[config.mk]
export PLATFORM = sky130hd
export DESIGN_NAME = audio_out_top
export DESIGN_NICKNAME = d
export VERILOG_FILES = /design/src/audio_pkg.sv /design/src/reset_sequencer.sv /design/src/i2s_rate_timer.sv /design/src/i2s_frame_fsm.sv /design/src/i2s_serializer.sv /design/src/audio_out_top.sv
export SDC_FILE = /design/constraint.sdc
export NUM_CORES = 1
export LEC_CHECK = 0
export BUFFER_PORTS_ARGS = -buffer_cell sky130_fd_sc_hd__buf_2
export CORE_ASPECT_RATIO = 0.8
export CORE_MARGIN = 10
export CORE_UTILIZATION = 35
export DETAILED_ROUTE_END_ITERATION = 12
export SLEW_MARGIN = 5
export SYNTH_ARGS = -nofsm -noshare
export SYNTH_HDL_FRONTEND = slang
export SYNTH_HIERARCHICAL = 1
export SYNTH_SLANG_ARGS = --single-unit
[constraint.sdc]
create_clock -name clk -period 8.5 [get_ports clk]
set_clock_uncertainty 0.2 [all_clocks]
set_input_delay 2.125 -clock clk [delete_from_list [all_inputs] [get_ports clk]]
set_output_delay 2.125 -clock clk [all_outputs]
set_load 0.01 [all_outputs]
[src/audio_pkg.sv]
// shared audio types and rates; hold lengths are shortened for simulation
`default_nettype none

package audio_pkg;

	// sample format
	localparam int audio_dw = 16;

	// clock and frame rates
	localparam int sys_clk_hz = 27_000_000;
	localparam int sample_rate_hz = 48_000;

	// two channels, two sclk phases per bit
	localparam int sclk_phase_rate = sample_rate_hz * 2 * audio_dw * 2;

	// accumulator must hold sys_clk_hz plus one step
	localparam int acc_w = $clog2(sys_clk_hz + sclk_phase_rate);

	// reset hold lengths in clk cycles
	localparam int poweron_hold = 64;
	localparam int request_hold = 16;
	localparam int hold_w = $clog2(poweron_hold + 1);

	// bit position inside a channel word, counts 1..audio_dw
	typedef logic [4:0] bit_idx_t;

	typedef struct packed {
		logic [audio_dw-1:0] left;
		logic [audio_dw-1:0] right;
	} sample_pair_t;

	typedef struct packed {
		logic sclk;
		logic lrclk;
		logic sdata;
	} i2s_bus_t;

	// idle only between reset and the first falling sclk
	typedef enum logic [1:0] {
		st_idle,
		st_left,
		st_right
	} frame_state_t;

endpackage

`default_nettype wire

[src/reset_sequencer.sv]
// core_reset is synchronous to clk; pll_locked low clears everything at once
`timescale 1ns/1ns
`default_nettype none

module reset_sequencer (
	input  logic clk,
	input  logic pll_locked,
	input  logic reset_request,
	output logic core_reset
);
	import audio_pkg::*;

	logic [hold_w-1:0] hold_cnt;

	always_ff @(posedge clk or negedge pll_locked) begin
		if (!pll_locked) begin
			hold_cnt <= hold_w'(poweron_hold);
			core_reset <= 1'b1;
		end else begin
			// a request only ever lengthens the hold
			if (reset_request && (hold_w'(request_hold) > hold_cnt))
				hold_cnt <= hold_w'(request_hold);
			else if (hold_cnt != '0)
				hold_cnt <= hold_cnt - 1'b1;

			// request strobe itself counts as the first reset cycle
			core_reset <= (hold_cnt != '0) || reset_request;
		end
	end

	// counter and output must never disagree
	a_hold_means_reset: assert property (
		@(posedge clk) disable iff (!pll_locked)
		(hold_cnt != '0) |-> core_reset
	);

endmodule

`default_nettype wire

[src/i2s_rate_timer.sv]
// phase_ce averages sclk_phase_rate; gaps jitter between 8 and 9 clk cycles
`timescale 1ns/1ns
`default_nettype none

module i2s_rate_timer (
	input  logic clk,
	input  logic pll_locked,
	input  logic core_reset,
	output logic phase_ce
);
	import audio_pkg::*;

	logic [acc_w-1:0] acc;
	logic [acc_w-1:0] acc_sum;

	assign acc_sum = acc + acc_w'(sclk_phase_rate);

	always_ff @(posedge clk or negedge pll_locked) begin
		if (!pll_locked) begin
			acc <= '0;
			phase_ce <= 1'b0;
		end else if (core_reset) begin
			acc <= '0;
			phase_ce <= 1'b0;
		end else begin
			phase_ce <= 1'b0;
			acc <= acc_sum;
			// wrap and fire one phase step
			if (acc_sum >= acc_w'(sys_clk_hz)) begin
				acc <= acc_sum - acc_w'(sys_clk_hz);
				phase_ce <= 1'b1;
			end
		end
	end

	// downstream edge logic relies on the rate ratio keeping pulses apart
	a_ce_single: assert property (
		@(posedge clk) disable iff (!pll_locked)
		phase_ce |=> !phase_ce
	);

endmodule

`default_nettype wire

[src/i2s_frame_fsm.sv]
// MSB-first framing; lrclk changes with the first bit, no one-bit I2S delay
`timescale 1ns/1ns
`default_nettype none

module i2s_frame_fsm (
	input  logic                clk,
	input  logic                pll_locked,
	input  logic                core_reset,
	input  logic                phase_ce,
	output logic                sclk,
	output logic                lrclk,
	output logic                frame_start,
	output audio_pkg::bit_idx_t bit_idx
);
	import audio_pkg::*;

	frame_state_t state;
	logic last_bit;

	assign last_bit = (bit_idx == bit_idx_t'(audio_dw));

	always_ff @(posedge clk or negedge pll_locked) begin
		if (!pll_locked) begin
			state <= st_idle;
			sclk <= 1'b1;
			lrclk <= 1'b1;
			bit_idx <= bit_idx_t'(1);
			frame_start <= 1'b0;
		end else if (core_reset) begin
			state <= st_idle;
			sclk <= 1'b1;
			lrclk <= 1'b1;
			bit_idx <= bit_idx_t'(1);
			frame_start <= 1'b0;
		end else begin
			frame_start <= 1'b0;
			if (phase_ce) begin
				sclk <= ~sclk;
				// everything moves on the high-to-low phase
				if (sclk) begin
					if (state == st_idle || (state == st_right && last_bit)) begin
						state <= st_left;
						lrclk <= 1'b0;
						bit_idx <= bit_idx_t'(1);
						frame_start <= 1'b1;
					end else if (last_bit) begin
						state <= st_right;
						lrclk <= 1'b1;
						bit_idx <= bit_idx_t'(1);
					end else begin
						bit_idx <= bit_idx + 1'b1;
					end
				end
			end
		end
	end

	// serializer indexes the word with audio_dw - bit_idx
	a_bit_idx_range: assert property (
		@(posedge clk) disable iff (!pll_locked)
		(bit_idx >= bit_idx_t'(1)) && (bit_idx <= bit_idx_t'(audio_dw))
	);

endmodule

`default_nettype wire

[src/i2s_serializer.sv]
// bus lags the FSM by one clk; a pair not latched at frame start is lost
`timescale 1ns/1ns
`default_nettype none

module i2s_serializer (
	input  logic                    clk,
	input  logic                    pll_locked,
	input  logic                    core_reset,
	input  logic                    sample_valid,
	input  logic                    sclk,
	input  logic                    lrclk,
	input  logic                    frame_start,
	input  audio_pkg::sample_pair_t sample_in,
	input  audio_pkg::bit_idx_t     bit_idx,
	output audio_pkg::i2s_bus_t     i2s
);
	import audio_pkg::*;

	sample_pair_t hold_pair;
	sample_pair_t frame_pair;
	sample_pair_t cur_pair;
	logic [audio_dw-1:0] chan_word;
	logic sclk_q;
	logic lrclk_q;
	logic sdata;
	logic sclk_fall;

	assign sclk_fall = sclk_q & ~sclk;

	// first bit of a frame comes straight from the holding register
	assign cur_pair = frame_start ? hold_pair : frame_pair;
	assign chan_word = lrclk ? cur_pair.right : cur_pair.left;

	always_ff @(posedge clk) begin
		if (sample_valid)
			hold_pair <= sample_in;
		if (frame_start)
			frame_pair <= hold_pair;
	end

	always_ff @(posedge clk or negedge pll_locked) begin
		if (!pll_locked) begin
			sclk_q <= 1'b1;
			lrclk_q <= 1'b1;
			sdata <= 1'b1;
		end else if (core_reset) begin
			sclk_q <= 1'b1;
			lrclk_q <= 1'b1;
			sdata <= 1'b1;
		end else begin
			sclk_q <= sclk;
			lrclk_q <= lrclk;
			if (sclk_fall)
				sdata <= chan_word[audio_dw - int'(bit_idx)];
		end
	end

	assign i2s = '{sclk: sclk_q, lrclk: lrclk_q, sdata: sdata};

	// FSM is held idle during reset, so no frame may start then
	a_no_frame_in_reset: assert property (
		@(posedge clk) disable iff (!pll_locked)
		!(frame_start && core_reset)
	);

endmodule

`default_nettype wire

[src/audio_out_top.sv]
// single clock domain; sample_valid has no back-pressure and the last pair repeats
`timescale 1ns/1ns
`default_nettype none

module audio_out_top (
	input  logic                    clk,
	input  logic                    pll_locked,
	input  logic                    reset_request,
	input  logic                    sample_valid,
	input  audio_pkg::sample_pair_t sample_in,
	output logic                    core_reset,
	output audio_pkg::i2s_bus_t     i2s
);
	import audio_pkg::*;

	logic phase_ce;
	logic sclk;
	logic lrclk;
	logic frame_start;
	bit_idx_t bit_idx;

	reset_sequencer u_reset_seq (
		.clk           (clk),
		.pll_locked    (pll_locked),
		.reset_request (reset_request),
		.core_reset    (core_reset)
	);

	// bit clock phase enable
	i2s_rate_timer u_rate_timer (
		.clk        (clk),
		.pll_locked (pll_locked),
		.core_reset (core_reset),
		.phase_ce   (phase_ce)
	);

	i2s_frame_fsm u_frame_fsm (
		.clk         (clk),
		.pll_locked  (pll_locked),
		.core_reset  (core_reset),
		.phase_ce    (phase_ce),
		.sclk        (sclk),
		.lrclk       (lrclk),
		.frame_start (frame_start),
		.bit_idx     (bit_idx)
	);

	i2s_serializer u_serializer (
		.clk          (clk),
		.pll_locked   (pll_locked),
		.core_reset   (core_reset),
		.sample_valid (sample_valid),
		.sclk         (sclk),
		.lrclk        (lrclk),
		.frame_start  (frame_start),
		.sample_in    (sample_in),
		.bit_idx      (bit_idx),
		.i2s          (i2s)
	);

endmodule

`default_nettype wire

## Yosys cells after proc, flatten, opt, wreduce, memory -nomap -nowiden

Cells that the tools add are included.

- Eq/ne operators: 2
- Reduce and logical (&&, ||, !) cells: 13
- Order comparisons: 3
- Muxes and demuxes: 36
- Add/subtract/negate cells: 5
- Bitwise operators: 2

Operators with widths:

| operator | number |
|---|---|
| two-way mux 25 bit | 2 |
| less-than comparator 32 x 6 -> 1 bit, second input constant | 1 |
| two-way mux 32 bit | 1 |
| adder 25 x 22 -> 25 bit, second input constant | 1 |
| >= comparator 25 bit, second input constant | 1 |
| two-way mux 5 bit | 5 |
| subtractor 25 bit, second input constant | 1 |
| two-way mux 1 bit | 19 |
| two-way mux 16 bit | 1 |
| two-way mux 7 bit | 2 |
| two-way mux 2 bit | 5 |
| nonzero test 2 bit | 4 |
| > comparator 5 x 7 -> 1 bit, first input constant | 1 |
| nonzero test 7 bit | 1 |
| subtractor 7 x 1 -> 7 bit, second input constant | 1 |
| subtractor 5 x 5 -> 6 bit, first input constant | 1 |
| adder 5 x 1 -> 5 bit, second input constant | 1 |
| equality test 5 bit, second input constant | 1 |
| binary-select mux 1 bit (select 4 bit) | 1 |
| AND reduction 3 bit | 1 |
| nonzero test 3 bit | 1 |
| equality test 2 bit, second input constant | 1 |
| logical AND 1 bit | 2 |
| logical NOT 2 bit | 1 |
| other kinds (4) | 5 |

- Flip-flop bits (word level): 111

## Depth between registers and ports, before layout

Gate-level depths: netlist of run 1.

- Depth after elaboration: 7
- Gate-level depth with buffers: 11
- Mapped depth without buffers: 9

## Cells and area by module

The synthesis of run 1 kept the hierarchy.

Modules (own cells, without submodules):

| module | cells an instance | instances | sequential area each (µm²) | area an instance (µm²) |
|---|---|---|---|---|
| i2s_serializer | 174 | 1 | 1680.4 | 2791.4 |
| i2s_rate_timer | 184 | 1 | 500.5 | 1555.2 |
| i2s_frame_fsm | 51 | 1 | 254.0 | 574.3 |
| reset_sequencer | 42 | 1 | 202.7 | 420.4 |

## Worst setup path before layout of run 1

OpenSTA, ideal clock, no wires.

- Kind: register -> output
- Start: register u_reset_seq.core_reset
- End: output port core_reset
- Data arrival time: 0.660 ns
- Cell stages (with the launch flop): 1
- Required time: 6.175 ns
- Setup slack: 5.515 ns
- Path through: dfstp_2

RTL lines:

| item | line | source |
|---|---|---|
| from (decl) | reset_sequencer.sv:9 | `output logic core_reset` |
| from (signal assigned) | reset_sequencer.sv:27 | `core_reset <= (hold_cnt != '0) \|\| reset_request;` |
| to (decl) | audio_out_top.sv:11 | `output logic core_reset,` |

No word-level cell between the ends.

## Final worst setup path of run 1

- Start: register u_reset_seq.core_reset
- End: output port core_reset

No word-level cell between the ends.

==> flow_metrics.env, run 1 <==
export IMPL_status="finished clean"
export IMPL_diodes=0
export IMPL_worst_path_max_delay_cell="dfstp_2"
export IMPL_yosys_most_used_dff="dfrtp_1"
export IMPL_nFillCells=1421
export IMPL_dp_worst_setup_slack_ns=4.98
export IMPL_timing_critical_path_buf_inv=1
export IMPL_die_h_um=130
export IMPL_layout_setup_ws_ns=4.63
export IMPL_path_max_fanout=34
export IMPL_crit_start="u_reset_seq/core_reset"
export IMPL_cts_buffer_depth=2
export IMPL_use_met2_pct=15.9
export IMPL_synth_top_cell_area_share_pct=18.0
export IMPL_finalNetCount=523
export IMPL_finalWirelength_mm=10.0
export IMPL_synthArstFlopShare_pct=39.0
export IMPL_row_count=40
export IMPL_finalSetupTns_ns=0
export IMPL_syn_cell_area_um2=5340
export IMPL_ir_worst_vdd_v=0.000102
export IMPL_clkSinkCount=105
export IMPL_synth_area_per_cell_um2=11.8
export IMPL_grt_overflow_total=0
export IMPL_drive_gt1_share_pct=27.5
export IMPL_grt_pass1_wl_mm=17.3
export IMPL_worstPathRequired_ns=6.18
export IMPL_dp_hpwl_mm=6.96
export IMPL_pwr_density_cell_nw_per_um2=189
export IMPL_grt_max_degree=51
export IMPL_fp_dieW_um=158
export IMPL_grt_pass1_vias=3575
export IMPL_setup_viol=0
export IMPL_die_area_um2=20600
export IMPL_finalPower_mw=1.13
export IMPL_drt_wirelength_per_cell_um=14.9
export IMPL_cts_htree_levels=3
export IMPL_end_kind="output port"
export IMPL_numPortBuffers=39
export IMPL_period_needed_ns=3.87
export IMPL_ys_seq_area_share_pct=49.4
export IMPL_place_gp_congestion=0.794
export IMPL_slowest_delay_ns=0.94
export IMPL_final_core_util_pct=39.7
export IMPL_synth_edf_count=32
export IMPL_cts_resized=0
export IMPL_dr_first_iter_drc_count=137
export IMPL_vias_per_cell=5.21
export IMPL_drv_slew=0
export IMPL_area_delta_synth_final_pct=11.3
export IMPL_core_um2=15000
export IMPL_ant_nets=0
export IMPL_cts_setup_buffers=0
export IMPL_io_pins=40
export IMPL_cts_buffers_inserted=9
export IMPL_yosysWarningCount=6
export IMPL_hp_start="u_serializer/frame_pair[20]"
export IMPL_synth_nets=496
export IMPL_synth_area_leader_cell="edfxtp_1"
export IMPL_ys_types=79
export IMPL_grtUsageMet1_pct=13.5
export IMPL_track_usage_pct=10.3
export IMPL_critical_path_cell_chain="buf_2"
export IMPL_worst_slew_pin_slew_ns=0.943
export IMPL_route_detailed_drc=0
export IMPL_fmax_ghz=0.258
export IMPL_finalHoldViolCount=0
export IMPL_syn_inst=451
export IMPL_antenna_found_initial=0
export IMPL_clock_latency_ns=0.35
export IMPL_fin_crit_sh_pct=45.5
export IMPL_slew_headroom_pct=37.1
export IMPL_start_kind="flip-flop"
export IMPL_ys_seq_elements=105
export IMPL_grt_setup_unrepaired="false"
export IMPL_path_class="reg -> out"
export IMPL_holdBufCountCts=0
export IMPL_min_path_type="reg -> reg"
export IMPL_ys_top_cells_by_area="edfxtp_1 18%, dfrtp_1 15%, dfxtp_1 12%"
export IMPL_clk_pin_slew_ns=0.08
export IMPL_crit_arrival_ns=1.54
export IMPL_netlist_top_cells_count="33 x dfrtp_1, 33 x mux2_2, 32 x dfxtp_1, 32 x edfxtp_1, 26 x nand2_1"
export IMPL_initial_utilization_pct=35.7
export IMPL_maxCapViolCount=0
export IMPL_busiest_layer="met2"
export IMPL_leakage_nw=2.41
export IMPL_path_delay_family="flip-flops"
export IMPL_route_vias_total=3502
export IMPL_cts_root_buf="clkbuf_16"
export IMPL_dr_pass1_iters=4
export IMPL_cts_tree="done"
export IMPL_r2r_start="u_frame_fsm/bit_idx[0]"
export IMPL_grt_use_met3_pct=3.72
registers in the layout (all words and copies together) (netlist names):
| register | flops |
|---|---|
| u_serializer/hold_pair | 32 |
| u_frame_fsm/frame_start | 1 |
| u_reset_seq/core_reset | 1 |
| u_serializer/sclk_q | 1 |
| u_frame_fsm/sclk | 1 |
| u_frame_fsm/state | 2 |
| u_serializer/frame_pair | 32 |
| u_serializer/sdata | 1 |
| u_reset_seq/hold_cnt | 7 |
| u_frame_fsm/bit_idx | 5 |
| u_serializer/lrclk_q | 1 |
| u_rate_timer/acc | 19 |
| u_frame_fsm/lrclk | 1 |
| u_rate_timer/phase_ce | 1 |
cells by family after synthesis:
kind of cell | Yosys count | share of synthesized area [%]
AND/OR/NAND/NOR | 136 | 15.2
XOR/XNOR | 17 | 3.07
multiplexers | 56 | 14.1
buffers and inverters | 38 | 3.37
flip-flops | 105 | 49.4
AO/OA/AOI/OAI | 90 | 12.8
adder cells (fa/ha/maj) | 9 | 2.11
worst register-to-register path, cell delays in order, from the launching register on:
cell      delay (ns)
dfstp_2         0.98
inv_2           0.14
ha_1            0.30
xnor2_2         0.42
mux4_1          0.63
mux2i_1         0.16
o221ai_1        0.15
o31ai_1         0.21
path summary, 6_finish.rpt:
check                                         endpoint  slack (ns)  cells past startpoint
max in group asynchronous      u_frame_fsm/frame_start        5.73                      1
max reg2reg                         u_serializer/sdata        5.24                      7
min reg2reg                u_serializer/frame_pair[20]        0.28                      1
max                                         core_reset        4.63                      1
min                        u_serializer/frame_pair[20]        0.28                      1
min in group asynchronous         u_rate_timer/acc[17]        1.71                      1
layer usage:
layer,vias up,part of all wire [%]
li1,1738,-
met1,1698,49
met2,58,46
met3,8,4.7
met4,0,1.0
met5,-,0
where the power goes:
group	switching, mW	internal (mW)
Combinational	0.0717	0.0654
Sequential	0.0351	0.553
Clock	0.196	0.206
Total	0.302	0.824
cells in the final DEF (no fill, tap or decap), drive strengths merged, types with 4 or more instances in the layout:
cell     count
dfrtp       33
dfxtp       32
a21o        10
nand2       26
or3          9
mux4        11
and2         5
a2111oi      8
xor2         7
clkbuf      10
nor3b        4
edfxtp      32
mux2        34
xnor2       10
nor2        21
dfstp        8
ha           9
o31ai        6
nor3        10
nand3       13
buf         41
or2          5
inv         16
a21oi       24
nand2b       8
o21ai       15
mux2i       11
nor4         4
nor2b        7
nand4b       4
stage by stage:
stage | cell area, um^2 | cells | hold slack, ns
2_1_floorplan | 5340 | 451 | 0.249
3_3_place_gp | 5660 | 656 | 0.257
3_5_place_dp | 5660 | 656 | 0.264
4_1_cts | 5950 | 672 | 0.283
5_1_grt | 5950 | 672 | 0.292
6_report | 5950 | 672 | 0.280
area by class of cell:
cell class	count	area [um^2]	area share, %
flip-flops and latches	105	2640	44.4
repair buffers	41	210	3.53
inverters	13	48.8	0.821
clock buffers	10	229	3.85
clock inverters	6	60.1	1.01
multi-input cells	308	2520	42.4
well taps	189	236	3.98
Power figures use the tool's default switching activity.
==> run 2: changes to the inputs <==
==> constraint.sdc (replaced) <==
create_clock -name clk -period 3.5 [get_ports clk]
set_clock_uncertainty 0.2 [all_clocks]
set_input_delay 0.875 -clock clk [delete_from_list [all_inputs] [get_ports clk]]
set_output_delay 0.875 -clock clk [all_outputs]
set_load 0.01 [all_outputs]
==> run 2 against run 1 <==
Against the previous run: sequential cell count stayed put; critical path depth is 8 higher; clock-buffer cell count is 1 lower; worst setup slack worse by 4.4 ns; largest cell class unchanged; utilization is 0.42 points higher; final cell count is 0.74% higher; register-to-register slack worse by 5.0 ns; final area is 1.1% higher; total power is 150% higher.
==> flow_metrics.env, run 2 (synthesis results as in run 1) <==
export IMPL_holdBufCountCts=0
export IMPL_ant_nets=0
export IMPL_finalHoldViolCount=0
export IMPL_final_common_cell="buf_2"
export IMPL_setup_viol=0
export IMPL_pwr_density_cell_nw_per_um2=466
export IMPL_path_class="reg -> reg"
export IMPL_cts_htree_levels=3
export IMPL_path_max_fanout=18
export IMPL_slowest_delay_ns=0.53
export IMPL_status="finished clean"
export IMPL_dr_pass1_iters=5
export IMPL_period_needed_ns=3.22
export IMPL_min_path_type="reg -> reg"
export IMPL_cts_buffers_inserted=9
export IMPL_ir_worst_vdd_v=0.000217
export IMPL_leakage_nw=2.45
export IMPL_vias_per_cell=5.27
export IMPL_row_count=40
export IMPL_core_um2=15000
export IMPL_grt_max_degree=33
export IMPL_finalNetCount=528
export IMPL_clk_pin_slew_ns=0.07
export IMPL_path_delay_family="compound AO/OA/AOI/OAI gates"
export IMPL_io_pins=40
export IMPL_worst_slew_pin_slew_ns=0.690
export IMPL_cts_buffer_depth=2
export IMPL_final_core_util_pct=40.2
export IMPL_timing_critical_path_buf_inv=1
export IMPL_drt_wirelength_per_cell_um=15.7
export IMPL_min_to="u_serializer/frame_pair[24]"
export IMPL_drive_gt1_share_pct=28.5
export IMPL_worstPathRequired_ns=3.58
export IMPL_antenna_found_initial=0
export IMPL_r2r_cells=9
export IMPL_grt_pass1_wl_mm=18.1
export IMPL_grt_pass1_vias=3689
export IMPL_worst_path_max_delay_cell="or4_1"
export IMPL_fp_dieW_um=158
export IMPL_whs_path_depth=1
export IMPL_fin_crit_sh_pct=92.0
export IMPL_cts_setup_buffers=0
export IMPL_nFillCells=1390
export IMPL_cts_root_buf="clkbuf_16"
export IMPL_dr_first_iter_drc_count=251
export IMPL_hp_start="u_serializer/frame_pair[24]"
export IMPL_area_delta_synth_final_pct=12.5
export IMPL_clock_latency_ns=0.35
export IMPL_critical_path_cell_chain="inv_1 > ha_1 > nand2b_4 > a2111oi_2 > o21ai_0 > a21o_1 > a211o_1 > or4_1 > a21oi_1"
export IMPL_route_vias_total=3570
export IMPL_grt_overflow_total=0
export IMPL_route_detailed_drc=0
export IMPL_grt_setup_unrepaired="false"
export IMPL_crit_arrival_ns=3.30
export IMPL_end_kind="flip-flop"
export IMPL_mostFrequentLayoutCells="39 x buf_2, 33 x mux2_2, 32 x dfrtp_1, 32 x dfxtp_1, 32 x edfxtp_1"
export IMPL_diodes=0
export IMPL_timing_rr_end="u_rate_timer/acc[12]"
export IMPL_r2r_start="u_rate_timer/acc[13]"
export IMPL_maxCapViolCount=0
export IMPL_start_kind="flip-flop"
export IMPL_finalWirelength_mm=10.6
export IMPL_regToRegSetupSlack_ns=0.28
export IMPL_design_area_um2=6010
export IMPL_dp_hpwl_mm=7.55
export IMPL_finalSetupTns_ns=0
export IMPL_initial_utilization_pct=35.7
export IMPL_die_area_um2=20600
export IMPL_cts_resized=0
export IMPL_place_gp_congestion=0.886
export IMPL_numPortBuffers=39
export IMPL_die_h_um=130
export IMPL_slew_headroom_pct=54.0
export IMPL_dpl_cell_area_um2=5700
export IMPL_cts_tree="done"
export IMPL_drv_slew=0
export IMPL_track_usage_pct=10.9
export IMPL_fmax_ghz=0.311
export IMPL_top_regs="u_serializer/frame_pair (32), u_serializer/hold_pair (32), u_rate_timer/acc (19)"
export IMPL_clkSinkCount=105
## run 2: cell count changes in the layout (fill, tap and decap cells not counted)
cell / previous run / this run
inv_12: 0 / 1
clkbuf_1: 1 / 0
buf_4: 2 / 7
clkinvlp_4: 2 / 0
clkinv_8: 1 / 2
clkinv_4: 0 / 1
inv_6: 2 / 1
inv_8: 1 / 2
## run 2: worst max path at each step
stage	endpoint	startpoint	slack (ns)	cells past startpoint
floorplan	u_rate_timer/acc[12]	u_rate_timer/acc[13]	0.69	10
global route	u_rate_timer/acc[12]	u_rate_timer/acc[13]	0.007	9
CTS	u_rate_timer/acc[17]	u_rate_timer/acc[13]	0.27	9
finish	u_rate_timer/acc[12]	u_rate_timer/acc[13]	0.28	9
detailed placement	u_rate_timer/acc[17]	u_rate_timer/acc[13]	0.29	9
global placement	u_rate_timer/acc[17]	u_rate_timer/acc[13]	0.41	9
## run 2: cell type report
| cell class | count | area (um^2) | area share [%] |
|---|---|---|---|
| repair buffers | 46 | 248 | 4.12 |
| clock buffers | 9 | 225 | 3.75 |
| well taps | 189 | 236 | 3.94 |
| flip-flops and latches | 105 | 2640 | 43.9 |
| inverters | 13 | 48.8 | 0.812 |
| multi-input cells | 308 | 2520 | 42.0 |
| clock inverters | 7 | 88.8 | 1.48 |
## run 2: metal layers
layer  vias to the layer above  wire, um  GRT usage [%]
li1                       1752         -              -
met4                         0       132           4.46
met2                        66      4760           16.8
met1                      1742      5280           14.4
met3                        10       429           2.94
met5                         -         0              0
## run 2: stage by stage
stage | std cells | power, mW | setup WS [ns] | hold slack (ns)
after global placement | 661 | 1.78 | 0.411 | 0.255
after CTS | 677 | 2.85 | 0.274 | 0.285
after detailed placement | 661 | 1.79 | 0.289 | 0.267
after global routing | 677 | 2.96 | 0.00737 | 0.305
final | 677 | 2.80 | 0.280 | 0.277
after floorplan | 451 | 1.69 | 0.688 | 0.249
## run 2: power breakdown
| group | internal (mW) | total [mW] | switching (mW) |
|---|---|---|---|
| Sequential | 1.34 | 1.42 | 0.0797 |
| Combinational | 0.160 | 0.343 | 0.183 |
| Clock | 0.519 | 1.04 | 0.517 |
| Total | 2.02 | 2.80 | 0.779 |
==> run 3: changes to the inputs <==
--- a/config.mk
+++ b/config.mk
@@ -8,8 +8,9 @@
 export BUFFER_PORTS_ARGS = -buffer_cell sky130_fd_sc_hd__buf_2
 export CORE_ASPECT_RATIO = 0.8
 export CORE_MARGIN = 10
-export CORE_UTILIZATION = 35
+export CORE_UTILIZATION = 54
 export DETAILED_ROUTE_END_ITERATION = 12
+export PLACE_DENSITY_LB_ADDON = 0.12
 export SLEW_MARGIN = 5
 export SYNTH_ARGS = -nofsm -noshare
 export SYNTH_HDL_FRONTEND = slang
==> run 3 against run 2 <==
Against the previous run: via count fell by 0.42%; critical path type unchanged; register-to-register slack improved by 0.02 ns; die area shrank 31%; final cell count fell by 8.0%; non-clock buffer count decreased by 1; total power shrank 0.72%; critical path depth unchanged; sequential cell count is the same; final area decreased by 1.4%; utilization increased by 21 points; largest power group unchanged; worst setup slack better by 0.023 ns; worst hold slack improved by 0.0011 ns.
==> flow_metrics.env, run 3 (synthesis results as in run 1) <==
export IMPL_status="finished clean"
export IMPL_core_um2=9650
export IMPL_vias_per_cell=5.71
export IMPL_end_kind="flip-flop"
export IMPL_drt_wirelength_per_cell_um=16.0
export IMPL_finalWirelength_mm=9.99
export IMPL_finalNetCount=527
export IMPL_worst_path_max_delay_cell="or4_1"
export IMPL_clock_latency_ns=0.34
export IMPL_fmax_ghz=0.313
export IMPL_grt_overflow_total=0
export IMPL_path_class="reg -> reg"
export IMPL_ir_worst_vdd_v=0.000282
export IMPL_cts_htree_levels=3
export IMPL_fin_hold_ws_ns=0.278
export IMPL_whs_path_depth=1
export IMPL_setup_viol=0
export IMPL_grt_pass1_vias=3478
export IMPL_cts_buffers_inserted=9
export IMPL_worstPathRequired_ns=3.57
export IMPL_io_pins=40
export IMPL_r2r_cells=9
export IMPL_dr_first_iter_drc_count=255
export IMPL_slowest_delay_ns=0.54
export IMPL_final_common_cell="buf_2"
export IMPL_cts_setup_buffers=0
export IMPL_cts_resized=0
export IMPL_critical_path_cell_chain="inv_1 > ha_1 > nand2b_4 > a2111oi_2 > o21ai_0 > a21o_1 > a211o_1 > or4_1 > a21oi_1"
export IMPL_finalSetupTns_ns=0
export IMPL_ant_nets=0
export IMPL_grt_setup_unrepaired="false"
export IMPL_mostFrequentLayoutCells="39 x buf_2, 33 x mux2_2, 32 x dfrtp_1, 32 x dfxtp_1, 32 x edfxtp_1"
export IMPL_track_usage_pct=14.6
export IMPL_pwr_density_cell_nw_per_um2=469
export IMPL_dr_pass1_iters=6
export IMPL_multiInputGateArea_um2=2520
export IMPL_maxCapViolCount=0
export IMPL_die_area_um2=14300
export IMPL_worst_slew_pin_slew_ns=0.920
export IMPL_die_h_um=109
export IMPL_dp_hpwl_mm=7.19
export IMPL_row_count=32
export IMPL_fin_crit_sh_pct=91.3
export IMPL_leakage_nw=2.44
export IMPL_numPortBuffers=39
export IMPL_finalHoldViolCount=0
export IMPL_timing_critical_path_buf_inv=1
export IMPL_fp_dieW_um=131
export IMPL_cts_buffer_depth=2
export IMPL_drv_slew=0
export IMPL_holdBufCountCts=0
export IMPL_drive_gt1_share_pct=28.1
export IMPL_top_regs="u_serializer/frame_pair (32), u_serializer/hold_pair (32), u_rate_timer/acc (19)"
export IMPL_route_vias_total=3555
export IMPL_cts_tree="done"
export IMPL_crit_cells=9
export IMPL_grt_pass1_wl_mm=17.3
export IMPL_start_kind="flip-flop"
export IMPL_regArea_um2=2640
export IMPL_period_needed_ns=3.20
export IMPL_min_path_type="reg -> reg"
export IMPL_cts_root_buf="clkbuf_16"
export IMPL_path_max_fanout=18
export IMPL_nFillCells=780
export IMPL_place_gp_congestion=0.940
export IMPL_route_detailed_drc=0
export IMPL_diodes=0
export IMPL_clkSinkCount=105
export IMPL_clk_pin_slew_ns=0.07
export IMPL_path_delay_family="compound AO/OA/AOI/OAI gates"
export IMPL_crit_arrival_ns=3.27
export IMPL_initial_utilization_pct=55.4
export IMPL_area_delta_synth_final_pct=10.9
export IMPL_slew_headroom_pct=38.6
export IMPL_grt_max_degree=42
export IMPL_antenna_found_initial=0
## run 3: cell types whose count changed in the layout (fill, tap and decap cells not counted)
cell        previous run  this run
clkbuf_1               0         1
clkinv_2               0         1
clkinv_8               2         0
clkinvlp_4             0         1
buf_4                  7         6
clkinv_4               1         0
inv_12                 1         0
bufinv_16              0         1
## run 3: stage by stage
step / worst slack, ns / util (%) / cell area [um^2] / cells / power [mW]
2_1_floorplan: 0.688 / - / 5340 / 451 / 1.69
3_3_place_gp: 0.426 / 58.3 / 5620 / 607 / 1.78
3_5_place_dp: 0.316 / 58.3 / 5620 / 607 / 1.79
4_1_cts: 0.296 / 61.4 / 5920 / 623 / 2.81
5_1_grt: 0.0733 / 61.4 / 5920 / 623 / 2.93
6_report: 0.303 / 61.4 / 5920 / 623 / 2.78
## run 3: cell type report
| class | instances | area share (%) |
|---|---|---|
| repair buffers | 45 | 4.05 |
| flip-flops and latches | 105 | 44.5 |
| multi-input cells | 308 | 42.6 |
| well taps | 136 | 2.87 |
| inverters | 13 | 0.824 |
| clock inverters | 6 | 1.25 |
| clock buffers | 10 | 3.86 |
## run 3: metal layers
metal | GRT usage (%) | up-vias | part of all wire (%)
met5 | 0 | - | 0
met4 | 3.85 | 0 | 0.87
met3 | 3.81 | 7 | 3.7
met2 | 22.4 | 60 | 45
met1 | 20.3 | 1731 | 51
li1 | - | 1757 | -
## run 3: final timing paths
kind,slack (ns),end,start
worst min-delay path,0.28,u_serializer/frame_pair[9],u_serializer/frame_pair[9]
worst min register to register,0.28,u_serializer/frame_pair[9],u_serializer/frame_pair[9]
max in group asynchronous,2.01,u_frame_fsm/frame_start,pll_locked
min in group asynchronous,0.47,u_rate_timer/acc[10],pll_locked
worst max-delay path,0.30,u_rate_timer/acc[12],u_rate_timer/acc[13]
worst max register to register,0.30,u_rate_timer/acc[12],u_rate_timer/acc[13]
## run 3: report_power, final
group          leakage, nW  total (mW)  switching (mW)  internal (mW)
logic                 1.19       0.346           0.186          0.160
registers             1.10        1.42          0.0772           1.34
clock network        0.147        1.01           0.448          0.566
